<file path="src/design/cpu_defs_pkg.sv">
`default_nettype none

package cpu_defs_pkg;

// Bit positions in the stall and flush vectors
typedef enum logic [1:0] {
	MM = 2'd0,
	EX = 2'd1,
	ID = 2'd2,
	IF = 2'd3
} stage_idx_e;

localparam logic [3:0] STALL_ALL    = 4'b1111;
localparam logic [3:0] STALL_FRONT3 = 4'b1110;
localparam logic [3:0] STALL_FRONT2 = 4'b1100;

localparam logic [3:0] FLUSH_ALL    = 4'b1111;
localparam logic [3:0] FLUSH_FRONT2 = 4'b1100;

// MIPS ExcCode values, ERET parked on an unused code
typedef enum logic [4:0] {
	INT  = 5'd0,
	ADEL = 5'd4,
	ADES = 5'd5,
	SYS  = 5'd8,
	BP   = 5'd9,
	RI   = 5'd10,
	OV   = 5'd12,
	ERET = 5'd31
} exc_code_e;

localparam logic [31:0] EXC_VECTOR = 32'hbfc0_0380;

endpackage

`default_nettype wire

</file>
<file path="src/design/fetch_buffer.sv">
`timescale 1ns/1ns
`default_nettype none

module fetch_buffer #(
	parameter int FETCH_NUM = 4,
	parameter int ADDR_W    = 32
) (
	input  logic              clk,
	input  logic              rst,
	input  logic              push,
	input  logic [ADDR_W-1:0] push_pc,
	input  logic [31:0]       push_instr,
	input  logic              stall_id,
	input  logic              flush_if,
	output logic              head_valid,
	output logic [ADDR_W-1:0] head_pc,
	output logic [31:0]       head_instr,
	output logic              avail,
	output logic              full
);

localparam int PTR_W = $clog2(FETCH_NUM);
localparam int CNT_W = $clog2(FETCH_NUM + 1);

logic [ADDR_W-1:0] pc_mem    [FETCH_NUM];
logic [31:0]       instr_mem [FETCH_NUM];

logic [PTR_W-1:0] rd_ptr;
logic [PTR_W-1:0] wr_ptr;
logic [CNT_W-1:0] count;
logic             do_push;
logic             do_pop;

// Wraps for depths that are not a power of two
function automatic logic [PTR_W-1:0] ptr_next(input logic [PTR_W-1:0] ptr);
	return (ptr == PTR_W'(FETCH_NUM - 1)) ? '0 : ptr + 1'b1;
endfunction

assign head_valid = (count != '0);
assign avail      = (count != '0); // any entry buffered
assign full       = (count == CNT_W'(FETCH_NUM));

assign do_push = push & ~full & ~flush_if; // push lost on flush
assign do_pop  = head_valid & ~stall_id & ~flush_if;

assign head_pc    = pc_mem[rd_ptr];
assign head_instr = instr_mem[rd_ptr];

always_ff @(posedge clk) begin
	if (rst || flush_if) begin
		rd_ptr <= '0;
		wr_ptr <= '0;
		count  <= '0;
	end else begin
		if (do_push)
			wr_ptr <= ptr_next(wr_ptr);
		if (do_pop)
			rd_ptr <= ptr_next(rd_ptr);
		count <= count + CNT_W'(do_push) - CNT_W'(do_pop);
	end
end

always_ff @(posedge clk) begin
	if (do_push) begin
		pc_mem[wr_ptr]    <= push_pc;
		instr_mem[wr_ptr] <= push_instr;
	end
end

endmodule

`default_nettype wire

</file>
<file path="src/design/branch_hold.sv">
`timescale 1ns/1ns
`default_nettype none

module branch_hold #(
	parameter int ADDR_W = 32
) (
	input  logic              clk,
	input  logic              rst,
	input  logic              ex_br_valid,
	input  logic              ex_br_mispredict,
	input  logic [ADDR_W-1:0] ex_br_target,
	input  logic              hold,
	input  logic              defer,
	output logic              br_valid,
	output logic              br_mispredict,
	output logic [ADDR_W-1:0] br_target,
	output logic              dly_valid,
	output logic              dly_mispredict,
	output logic [ADDR_W-1:0] dly_target
);

logic              hold_q;
logic              held_valid;
logic              held_mispredict;
logic [ADDR_W-1:0] held_target;

always_ff @(posedge clk) begin
	if (rst)
		hold_q <= 1'b0;
	else
		hold_q <= hold;
end

// Copy follows EX until a hold starts, then stays frozen
always_ff @(posedge clk) begin
	if (!hold_q) begin
		held_valid      <= ex_br_valid;
		held_mispredict <= ex_br_mispredict;
		held_target     <= ex_br_target;
	end
end

assign br_valid      = hold_q ? held_valid      : ex_br_valid;
assign br_mispredict = hold_q ? held_mispredict : ex_br_mispredict;
assign br_target     = hold_q ? held_target     : ex_br_target;

// Delay slot already buffered, replay the mispredict next cycle
always_ff @(posedge clk) begin
	if (rst)
		dly_valid <= 1'b0;
	else
		dly_valid <= defer;
end

always_ff @(posedge clk) begin
	if (defer) begin
		dly_mispredict <= br_mispredict;
		dly_target     <= br_target;
	end
end

endmodule

`default_nettype wire

</file>
<file path="src/design/except_unit.sv">
`timescale 1ns/1ns
`default_nettype none

module except_unit #(
	parameter int ADDR_W = 32
) (
	input  logic                   clk,
	input  logic                   rst,
	input  logic                   exc_valid,
	input  cpu_defs_pkg::exc_code_e exc_code,
	input  logic [ADDR_W-1:0]      exc_pc,
	input  logic                   exc_in_ds,
	input  logic                   kill,
	output logic                   except_valid,
	output logic                   alpha_taken,
	output logic [ADDR_W-1:0]      exc_target,
	output logic [ADDR_W-1:0]      exc_epc
);

import cpu_defs_pkg::*;

logic is_eret;

assign is_eret = (exc_code == ERET);

// A delayed mispredict flushes MM, so the request dies with it
always_ff @(posedge clk) begin
	if (rst || kill)
		except_valid <= 1'b0;
	else
		except_valid <= exc_valid;
end

always_ff @(posedge clk) begin
	if (rst)
		alpha_taken <= 1'b0;
	else if (exc_valid)
		alpha_taken <= ~is_eret; // ERET keeps EX and MM
end

always_ff @(posedge clk) begin
	if (exc_valid) begin
		exc_target <= is_eret ? exc_pc : ADDR_W'(EXC_VECTOR);
		// Branch in front of the slot restarts
		exc_epc    <= exc_in_ds ? exc_pc - ADDR_W'(4) : exc_pc;
	end
end

endmodule

`default_nettype wire

</file>
<file path="src/design/ctrl.sv">
`timescale 1ns/1ns
`default_nettype none

module ctrl #(
	parameter int ADDR_W = 32
) (
	input  logic              rst,
	input  logic              stall_from_id,
	input  logic              stall_from_ex,
	input  logic              stall_from_mm,
	input  logic              br_valid,
	input  logic              br_mispredict,
	input  logic [ADDR_W-1:0] br_target,
	input  logic              ex_ds_valid,
	input  logic              dly_valid,
	input  logic              dly_mispredict,
	input  logic [ADDR_W-1:0] dly_target,
	input  logic              except_valid,
	input  logic              alpha_taken,
	input  logic [ADDR_W-1:0] exc_target,
	input  logic              fetch_avail,
	output logic              stall_if,
	output logic              stall_id,
	output logic              stall_ex,
	output logic              stall_mm,
	output logic              flush_if,
	output logic              flush_id,
	output logic              flush_ex,
	output logic              flush_mm,
	output logic              flush_delayed_mispredict,
	output logic              hold_resolved_branch,
	output logic              delayslot_not_exec,
	output logic              defer,
	output logic              redirect_valid,
	output logic [ADDR_W-1:0] redirect_pc
);

import cpu_defs_pkg::*;

logic [3:0] stall;
logic [3:0] flush;
logic       mispredict;
logic       mispredict_with_delayslot;
logic       wait_delayslot;
logic       flush_mispredict;
logic       resolved_valid;

assign stall_if = stall[IF];
assign stall_id = stall[ID];
assign stall_ex = stall[EX];
assign stall_mm = stall[MM];
assign flush_if = flush[IF];
assign flush_id = flush[ID];
assign flush_ex = flush[EX];
assign flush_mm = flush[MM];

assign mispredict                = br_valid & br_mispredict;
assign flush_delayed_mispredict  = dly_valid & dly_mispredict;
assign delayslot_not_exec        = br_valid & ~ex_ds_valid;
assign wait_delayslot            = delayslot_not_exec & ~fetch_avail; // slot not fetched yet
assign mispredict_with_delayslot = mispredict & ex_ds_valid;
assign defer                     = mispredict & delayslot_not_exec & fetch_avail;

// Branch and slot must leave EX together, and not under a multi-cycle op
assign flush_mispredict = mispredict
	& ~delayslot_not_exec
	& ~stall_from_ex
	& ~(mispredict_with_delayslot & stall_ex);

assign hold_resolved_branch = mispredict & (stall_ex | stall_mm) & ~flush_id;
assign resolved_valid       = br_valid & ~wait_delayslot;

always_comb begin
	if (flush_delayed_mispredict)
		flush = FLUSH_ALL;
	else if (except_valid)
		flush = {2'b11, {2{alpha_taken}}};
	else if (flush_mispredict)
		flush = FLUSH_FRONT2;
	else
		flush = '0;
end

always_comb begin
	if (rst || stall_from_mm)
		stall = STALL_ALL;
	else if (stall_from_ex || wait_delayslot)
		stall = STALL_FRONT3;
	else if (stall_from_id)
		stall = STALL_FRONT2;
	else
		stall = '0;
end

always_comb begin
	redirect_valid = 1'b0;
	redirect_pc    = br_target;
	if (flush_delayed_mispredict) begin
		redirect_valid = 1'b1;
		redirect_pc    = dly_target;
	end else if (except_valid) begin
		redirect_valid = 1'b1;
		redirect_pc    = exc_target;
	end else if (resolved_valid && flush_mispredict) begin
		redirect_valid = 1'b1;
	end
end

endmodule

`default_nettype wire

</file>
<file path="src/design/pipe_ctrl_top.sv">
`timescale 1ns/1ns
`default_nettype none

module pipe_ctrl_top #(
	parameter int FETCH_NUM = 4,
	parameter int ADDR_W    = 32
) (
	input  logic                    clk,
	input  logic                    rst,
	input  logic                    fetch_push,
	input  logic [ADDR_W-1:0]       fetch_pc,
	input  logic [31:0]             fetch_instr,
	input  logic                    stall_from_id,
	input  logic                    stall_from_ex,
	input  logic                    stall_from_mm,
	input  logic                    ex_br_valid,
	input  logic                    ex_br_mispredict,
	input  logic [ADDR_W-1:0]       ex_br_target,
	input  logic                    ex_ds_valid,
	input  logic                    exc_valid,
	input  cpu_defs_pkg::exc_code_e exc_code,
	input  logic [ADDR_W-1:0]       exc_pc,
	input  logic                    exc_in_ds,
	output logic                    stall_if,
	output logic                    stall_id,
	output logic                    stall_ex,
	output logic                    stall_mm,
	output logic                    flush_if,
	output logic                    flush_id,
	output logic                    flush_ex,
	output logic                    flush_mm,
	output logic                    id_valid,
	output logic [ADDR_W-1:0]       id_pc,
	output logic [31:0]             id_instr,
	output logic                    fetch_full,
	output logic                    redirect_valid,
	output logic [ADDR_W-1:0]       redirect_pc,
	output logic                    hold_resolved_branch,
	output logic                    delayslot_not_exec,
	output logic [ADDR_W-1:0]       exc_epc
);

logic              fetch_avail;
logic              br_valid;
logic              br_mispredict;
logic [ADDR_W-1:0] br_target;
logic              dly_valid;
logic              dly_mispredict;
logic [ADDR_W-1:0] dly_target;
logic              defer;
logic              except_valid;
logic              alpha_taken;
logic [ADDR_W-1:0] exc_target;
logic              flush_delayed_mispredict;

fetch_buffer #(
	.FETCH_NUM(FETCH_NUM),
	.ADDR_W   (ADDR_W)
) u_fetch_buffer (
	.clk       (clk),
	.rst       (rst),
	.push      (fetch_push),
	.push_pc   (fetch_pc),
	.push_instr(fetch_instr),
	.stall_id  (stall_id),
	.flush_if  (flush_if),
	.head_valid(id_valid),
	.head_pc   (id_pc),
	.head_instr(id_instr),
	.avail     (fetch_avail),
	.full      (fetch_full)
);

branch_hold #(
	.ADDR_W(ADDR_W)
) u_branch_hold (
	.clk             (clk),
	.rst             (rst),
	.ex_br_valid     (ex_br_valid),
	.ex_br_mispredict(ex_br_mispredict),
	.ex_br_target    (ex_br_target),
	.hold            (hold_resolved_branch),
	.defer           (defer),
	.br_valid        (br_valid),
	.br_mispredict   (br_mispredict),
	.br_target       (br_target),
	.dly_valid       (dly_valid),
	.dly_mispredict  (dly_mispredict),
	.dly_target      (dly_target)
);

except_unit #(
	.ADDR_W(ADDR_W)
) u_except_unit (
	.clk         (clk),
	.rst         (rst),
	.exc_valid   (exc_valid),
	.exc_code    (exc_code),
	.exc_pc      (exc_pc),
	.exc_in_ds   (exc_in_ds),
	.kill        (flush_delayed_mispredict),
	.except_valid(except_valid),
	.alpha_taken (alpha_taken),
	.exc_target  (exc_target),
	.exc_epc     (exc_epc)
);

ctrl #(
	.ADDR_W(ADDR_W)
) u_ctrl (
	.rst                     (rst),
	.stall_from_id           (stall_from_id),
	.stall_from_ex           (stall_from_ex),
	.stall_from_mm           (stall_from_mm),
	.br_valid                (br_valid),
	.br_mispredict           (br_mispredict),
	.br_target               (br_target),
	.ex_ds_valid             (ex_ds_valid),
	.dly_valid               (dly_valid),
	.dly_mispredict          (dly_mispredict),
	.dly_target              (dly_target),
	.except_valid            (except_valid),
	.alpha_taken             (alpha_taken),
	.exc_target              (exc_target),
	.fetch_avail             (fetch_avail),
	.stall_if                (stall_if),
	.stall_id                (stall_id),
	.stall_ex                (stall_ex),
	.stall_mm                (stall_mm),
	.flush_if                (flush_if),
	.flush_id                (flush_id),
	.flush_ex                (flush_ex),
	.flush_mm                (flush_mm),
	.flush_delayed_mispredict(flush_delayed_mispredict),
	.hold_resolved_branch    (hold_resolved_branch),
	.delayslot_not_exec      (delayslot_not_exec),
	.defer                   (defer),
	.redirect_valid          (redirect_valid),
	.redirect_pc             (redirect_pc)
);

endmodule

`default_nettype wire

</file>
<file path="config.mk">
export PLATFORM = sky130hd
export DESIGN_NAME = pipe_ctrl_top
export DESIGN_NICKNAME = d
export VERILOG_FILES = /design/src/design/cpu_defs_pkg.sv /design/src/design/fetch_buffer.sv /design/src/design/branch_hold.sv /design/src/design/except_unit.sv /design/src/design/ctrl.sv /design/src/design/pipe_ctrl_top.sv
export SDC_FILE = /design/constraint.sdc
export NUM_CORES = 1
export LEC_CHECK = 0
export ABC_AREA = 1
export BUFFER_PORTS_ARGS = -buffer_cell sky130_fd_sc_hd__buf_2
export CAP_MARGIN = 25
export CORE_MARGIN = 2
export CORE_UTILIZATION = 32
export DETAILED_ROUTE_END_ITERATION = 8
export PLACE_DENSITY = 0.62
export SETUP_SLACK_MARGIN = 0.5
export SYNTH_ARGS = -nofsm -noshare
export SYNTH_HDL_FRONTEND = slang
export SYNTH_SLANG_ARGS = --single-unit
</file>
<file path="constraint.sdc">
create_clock -name clk -period 4.4 [get_ports clk]
set_clock_uncertainty 0.1 [all_clocks]
set_input_delay 0.66 -clock clk [delete_from_list [all_inputs] [get_ports clk]]
set_output_delay 0.66 -clock clk [all_outputs]
set_load 0.02 [all_outputs]
</file>
Word level (Yosys, flattened, before mapping)
Memories as Yosys holds them, arrays and structs flattened. A register that Yosys moved wholly into a read port is not among the register bits. Cells that the tools add are included.

Muxes and demuxes: 23. Equal/unequal tests: 4. Bitwise gates (word level): 30. Reductions and logical operators: 6. Add/sub/neg operators: 5.

Operator list (count): $mux W32 (4); $sub A32 B3 Y32 const B (1); $mux W4 (6); $and A1 B1 Y1 (18); $mux W2 (6); $not A1 Y1 (11); $mux W1 (7); $eq A5 B5 Y1 const B (1); $add A2 B1 Y2 const B (2); $eq A2 B2 Y1 const B (2); $logic_or A1 B1 Y1 (4); $add A3 B1 Y3 (1); $eq A3 B3 Y1 const B (1); $reduce_bool A3 Y1 (1); $sub A3 B1 Y3 (1); $logic_and A1 B1 Y1 (1); $or A1 B1 Y1 (1).

Memory bits (writable): 256. Bits of input ports: 144. Logic and storage cells: 84. Memories: 2. Flip-flop bits (word level): 142.

Memory list: u_fetch_buffer.instr_mem (words 4, width 32, rd ports 1, clocked after Yosys merged registers in 1, wr ports 1, RTL line fetch_buffer.sv:26) `logic [31:0] instr_mem [FETCH_NUM];`; u_fetch_buffer.pc_mem (words 4, width 32, rd ports 1, clocked after Yosys merged registers in 1, wr ports 1, RTL line fetch_buffer.sv:25) `logic [ADDR_W-1:0] pc_mem [FETCH_NUM];`.

Logic depth before layout (Yosys ltp)
Word-level depth: 16. Gate-level depth with buffers: 15. Gate-level depth less buffers: 14.

Cells and area by module
From an unflattened synthesis, not the netlist that was laid out.

Cells, all modules: 1363. Area, all modules: 16413.2 sq um.

Modules (own cells, without submodules): fetch_buffer (instances 1, seq. area each 7867.5 sq um, area an instance 10007.1 sq um, cells an instance 687); except_unit (instances 1, seq. area each 1961.9 sq um, area an instance 3179.3 sq um, cells an instance 319); branch_hold (instances 1, seq. area each 1711.6 sq um, area an instance 2220.9 sq um, cells an instance 183); ctrl (instances 1, seq. area each 0.0 sq um, area an instance 1006.0 sq um, cells an instance 174).

Worst setup path after synthesis
Ideal clock, no wire load.

Kind: in2reg. From: input port ex_br_valid. To: memory u_fetch_buffer.instr_mem[0][0] (enable). Slack: -0.160 ns. Data required time: 3.814 ns. Stages on the path: 8. Setup time: 0.486 ns. Arrival: 3.974 ns. Path buffers: 0. Cell sequence: nand2_2 -> nand2_4 -> nand3_4 -> nand2_4 -> nor2_2 -> nor2_4 -> nand2_2 -> nor2_1.

Longest elaborated chain between the ends: 16. Elaborated cells on any way between the ends: 21. Those cells by class: mux: 8; bitwise: 12; reduce/logical: 1.

RTL lines: from (decl) (RTL line pipe_ctrl_top.sv:16) `input logic ex_br_valid,`; $mux W1 (RTL line branch_hold.sv:43) `assign br_valid = hold_q ? held_valid : ex_br_valid;`; net br_valid (RTL line pipe_ctrl_top.sv:44) `logic br_valid;`; $and A1 B1 Y1 (RTL line ctrl.sv:59) `assign delayslot_not_exec = br_valid & ~ex_ds_valid;`; $and A1 B1 Y1 (RTL line ctrl.sv:60) `assign wait_delayslot = delayslot_not_exec & ~fetch_avail;`; $logic_or A1 B1 Y1 (RTL line ctrl.sv:87) `else if (stall_from_ex || wait_delayslot)`; $mux W4 (RTL line ctrl.sv:87); $mux W4 (RTL line ctrl.sv:85) `if (rst || stall_from_mm)`; net stall_ex (RTL line pipe_ctrl_top.sv:26) `output logic stall_ex,`; [2 not listed]; $and A1 B1 Y1 (RTL line ctrl.sv:68) `& ~(mispredict_with_delayslot & stall_ex);`; $mux W4 (RTL line ctrl.sv:78) `else if (flush_mispredict)`; $mux W4 (RTL line ctrl.sv:76) `else if (except_valid)`; $mux W4 (RTL line ctrl.sv:74) `if (flush_delayed_mispredict)`; $not A1 Y1 (RTL line fetch_buffer.sv:43) `assign do_push = push & ~full & ~flush_if;`; $and A1 B1 Y1 (RTL line fetch_buffer.sv:43); $mux W1 (RTL line fetch_buffer.sv:64) `if (do_push) begin`; $mux W1 (implied by the code) (RTL line fetch_buffer.sv:66) `instr_mem[wr_ptr] <= push_instr;`; to (decl) (RTL line fetch_buffer.sv:26).

The timed path passes the listed nets, and every way through them passes these cells.

Worst setup path in the final report
From: register u_except_unit.except_valid. To: output port redirect_pc[21].

Longest elaborated chain between the ends: 2.

RTL lines: from (decl) (RTL line except_unit.sv:14) `output logic except_valid,`; from (signal assigned) (RTL line except_unit.sv:31) `except_valid <= exc_valid;`; $mux W32 (RTL line ctrl.sv:101) `end else if (except_valid) begin`; $mux W32 (RTL line ctrl.sv:98) `if (flush_delayed_mispredict) begin`; to (decl) (RTL line pipe_ctrl_top.sv:37) `output logic [ADDR_W-1:0] redirect_pc,`.

No other way between the ends.

==> impl_metrics.ini <==
[global_route]
track_usage_pct = 15.0
grt_pass1_vias = 10400
overflow = 0
grt_max_degree = 129
grt_pass1_wl_um = 59000
antenna_found_initial = 14

[clocking]
cts_made_buffers = 43
cts_tree = yes
cts_hold_buf = 0
cts_max_level = 2
cts.clk_slew.worst_paths_ps = 60
postCtsSetupRepairBufs = 0
root_buffer = clkbuf_16
clock-sinks = 400
cts_buffer_depth = 3
cts_resized = 0
clock_latency_ps = 550

[detailed_routing]
drtIter0Drc = 783
via_per_inst = 4.69
dr_total_vias = 10800
wl_per_cell_um = 17.1
routed_wirelength_um = 39300
dr.pass1.iters = 5
ant_nets = 0
drcViolationCount = 0

[outcome]
status = finished clean

[synthesis]
synth_nets = 1464
yosysWarnings = 0
syn_area_um2 = 15900
ys_seq_area_share_pct = 72.8
ys_ff_latch = 400
ys_top_cells_by_area = edfxtp_1, dfxtp_1, o21ai_0, nor2_1, nand2_1
synth_edf_count = 353
yosys_most_used_dff = edfxtp_1
netlist_instances = 1311
synth.distinct_cells = 39
syn-mean-instance-area_um2 = 12.1
synth_top_area_share_pct = 66.9
synth_area_leader_cell = edfxtp_1
async_flop_share_pct = 0

[worst_setup_path]
critPathCaptureType = output port
crit_type = reg -> out
worstPathArrival_ps = 2360
crit_path_start_kind = flop
worstPathRequired_ps = 3640
crit_fanout = 33

[layout]
layout_common_cells = edfxtp_1, buf_2, nor2_1, nand2_1, o21ai_0
drive_above_1_share_pct = 25.6
final_cell_count_no_fill = 2293
n_fill_cell = 4693
nets = 1746
post-route-util_pct = 39.7
regArea_um2 = 11500
layout_commonest_cell = edfxtp_1
area_delta_synth_final_pct = 22.6
postLayoutCellArea_um2 = 19400
multi_input_area_um2 = 3760

[floorplanning]
die_h_um = 227
coreArea_um2 = 49000
dieArea_um2 = 51300
die_w_um = 227
io_pins = 285
initial_utilization_pct = 32.4
fp-row-count = 81

[timing]
max_slew_margin_pct = 39.6
hold_slack_ps = 192
worstMarginPinSlew_ps = 904
rsz0062_at_grt = false
setup_viol = 0
fin_crit_sh_pct = 70.8
setup_tns_ps = 0
final.setup.worst_slack_ps = 1280
drv_slew = 0
fmax_mhz = 321
hold_viol_final = 0
fin_crit_ps = 3120

[placed_design]
dp_hpwl_um = 26000
gp_congestion = 0.901
dp.cells = 2212
io_buffers = 284
dpl_cell_area_um2 = 18100
place_ws_ps = 1270

[job]
drv_cap = 0

[worst_hold_path]
hold_path_class = in -> reg

[power]
peakVddDrop_mv = 0.219
total_power_mw = 8.46
power_density_nw_per_um2 = 435
p_leak_nw = 7.46
[cells in the mapped netlist (2+ instances only)]
cell,instances
edfxtp_1,353
dfxtp_1,47
or2_2,3
inv_2,9
nor2_2,8
nor3_2,3
inv_1,69
o22ai_1,64
nand3_1,12
buf_4,3
buf_1,5
nor2_4,3
a31oi_1,12
xor2_1,26
nand4_1,4
nand3_2,2
buf_2,5
o21ai_0,175
nand2_1,191
nor4_1,3
nor3_1,9
nor2_1,221
nand2_2,4
clkbuf_1,53
nand2_4,4
ha_1,8
a21oi_1,3
[final cells by class]
type	instances	area share, %
antenna	6	0.0773
clock buffer	55	5.87
clock inverter	20	0.895
inverter	80	1.56
multi-input combinational	764	19.4
sequential	400	59.4
tap	664	4.27
timing repair buffer	304	8.54
[critical path, stage by stage, from the launching register on]
cell and delay (ps):
dfxtp_1 310, buf_4 240, inv_1 380, buf_4 320
o21ai_0 100, o21ai_0 220, buf_2 220
[sequential cells by signal (all words and copies together), names as in the netlist, named ones only]
| register | cells |
|---|---|
| u_branch_hold.dly_mispredict | 1 |
| u_branch_hold.dly_target | 32 |
| u_except_unit.except_valid | 1 |
| u_fetch_buffer.count | 3 |
| u_branch_hold.hold_q | 1 |
| u_fetch_buffer.instr_mem | 128 |
| u_except_unit.exc_target | 32 |
| u_fetch_buffer.pc_mem | 128 |
| u_fetch_buffer.wr_ptr | 2 |
| u_branch_hold.held_target | 32 |
| u_except_unit.exc_epc | 32 |
| u_branch_hold.dly_valid | 1 |
| u_except_unit.alpha_taken | 1 |
| u_fetch_buffer.rd_ptr | 2 |
| u_branch_hold.held_valid | 1 |
| u_branch_hold.held_mispredict | 1 |
[metal layers]
metal / wire length (um) / vias to the layer above / GRT usage (%)
li1: - / 5163 / -
met1: 16800 / 5134 / 19.2
met2: 17500 / 382 / 23.4
met3: 4020 / 72 / 6.05
met4: 865 / 14 / 4.29
met5: 75 / - / 0
[final timing paths]
path / start / end / cells past startpoint / slack [ps]
worst max-delay path: u_except_unit.except_valid / redirect_pc[21] / 6 / 1280
worst min-delay path: exc_pc[1] / u_except_unit.exc_epc[1] / 1 / 190
worst max register to register: u_branch_hold.hold_q / u_fetch_buffer.count[2] / 13 / 1300
worst min register to register: u_branch_hold.held_target[13] / u_branch_hold.held_target[13] / 2 / 370
[where the power goes]
group          switching [mW]  internal [mW]  leakage [nW]
Clock                    1.46           1.91         0.644
Combinational           0.514          0.221          3.16
Sequential             0.0419           4.31          3.65
[cell families (layout without fill, tap and decap cells)]
logic type               Yosys count  in the layout  share of synthesized area (%)
AND/OR/NAND/NOR                  471            471                           12.5
flip-flops                       400            400                           72.8
AO/OA/AOI/OAI                    257            257                           8.81
buffers and inverters            147            459                           3.65
XOR/XNOR                          27             27                           1.49
adder cells (fa/ha/maj)            9              9                          0.758
other                              0              6                              0
No activity file was read; power rests on OpenSTA's default activity.
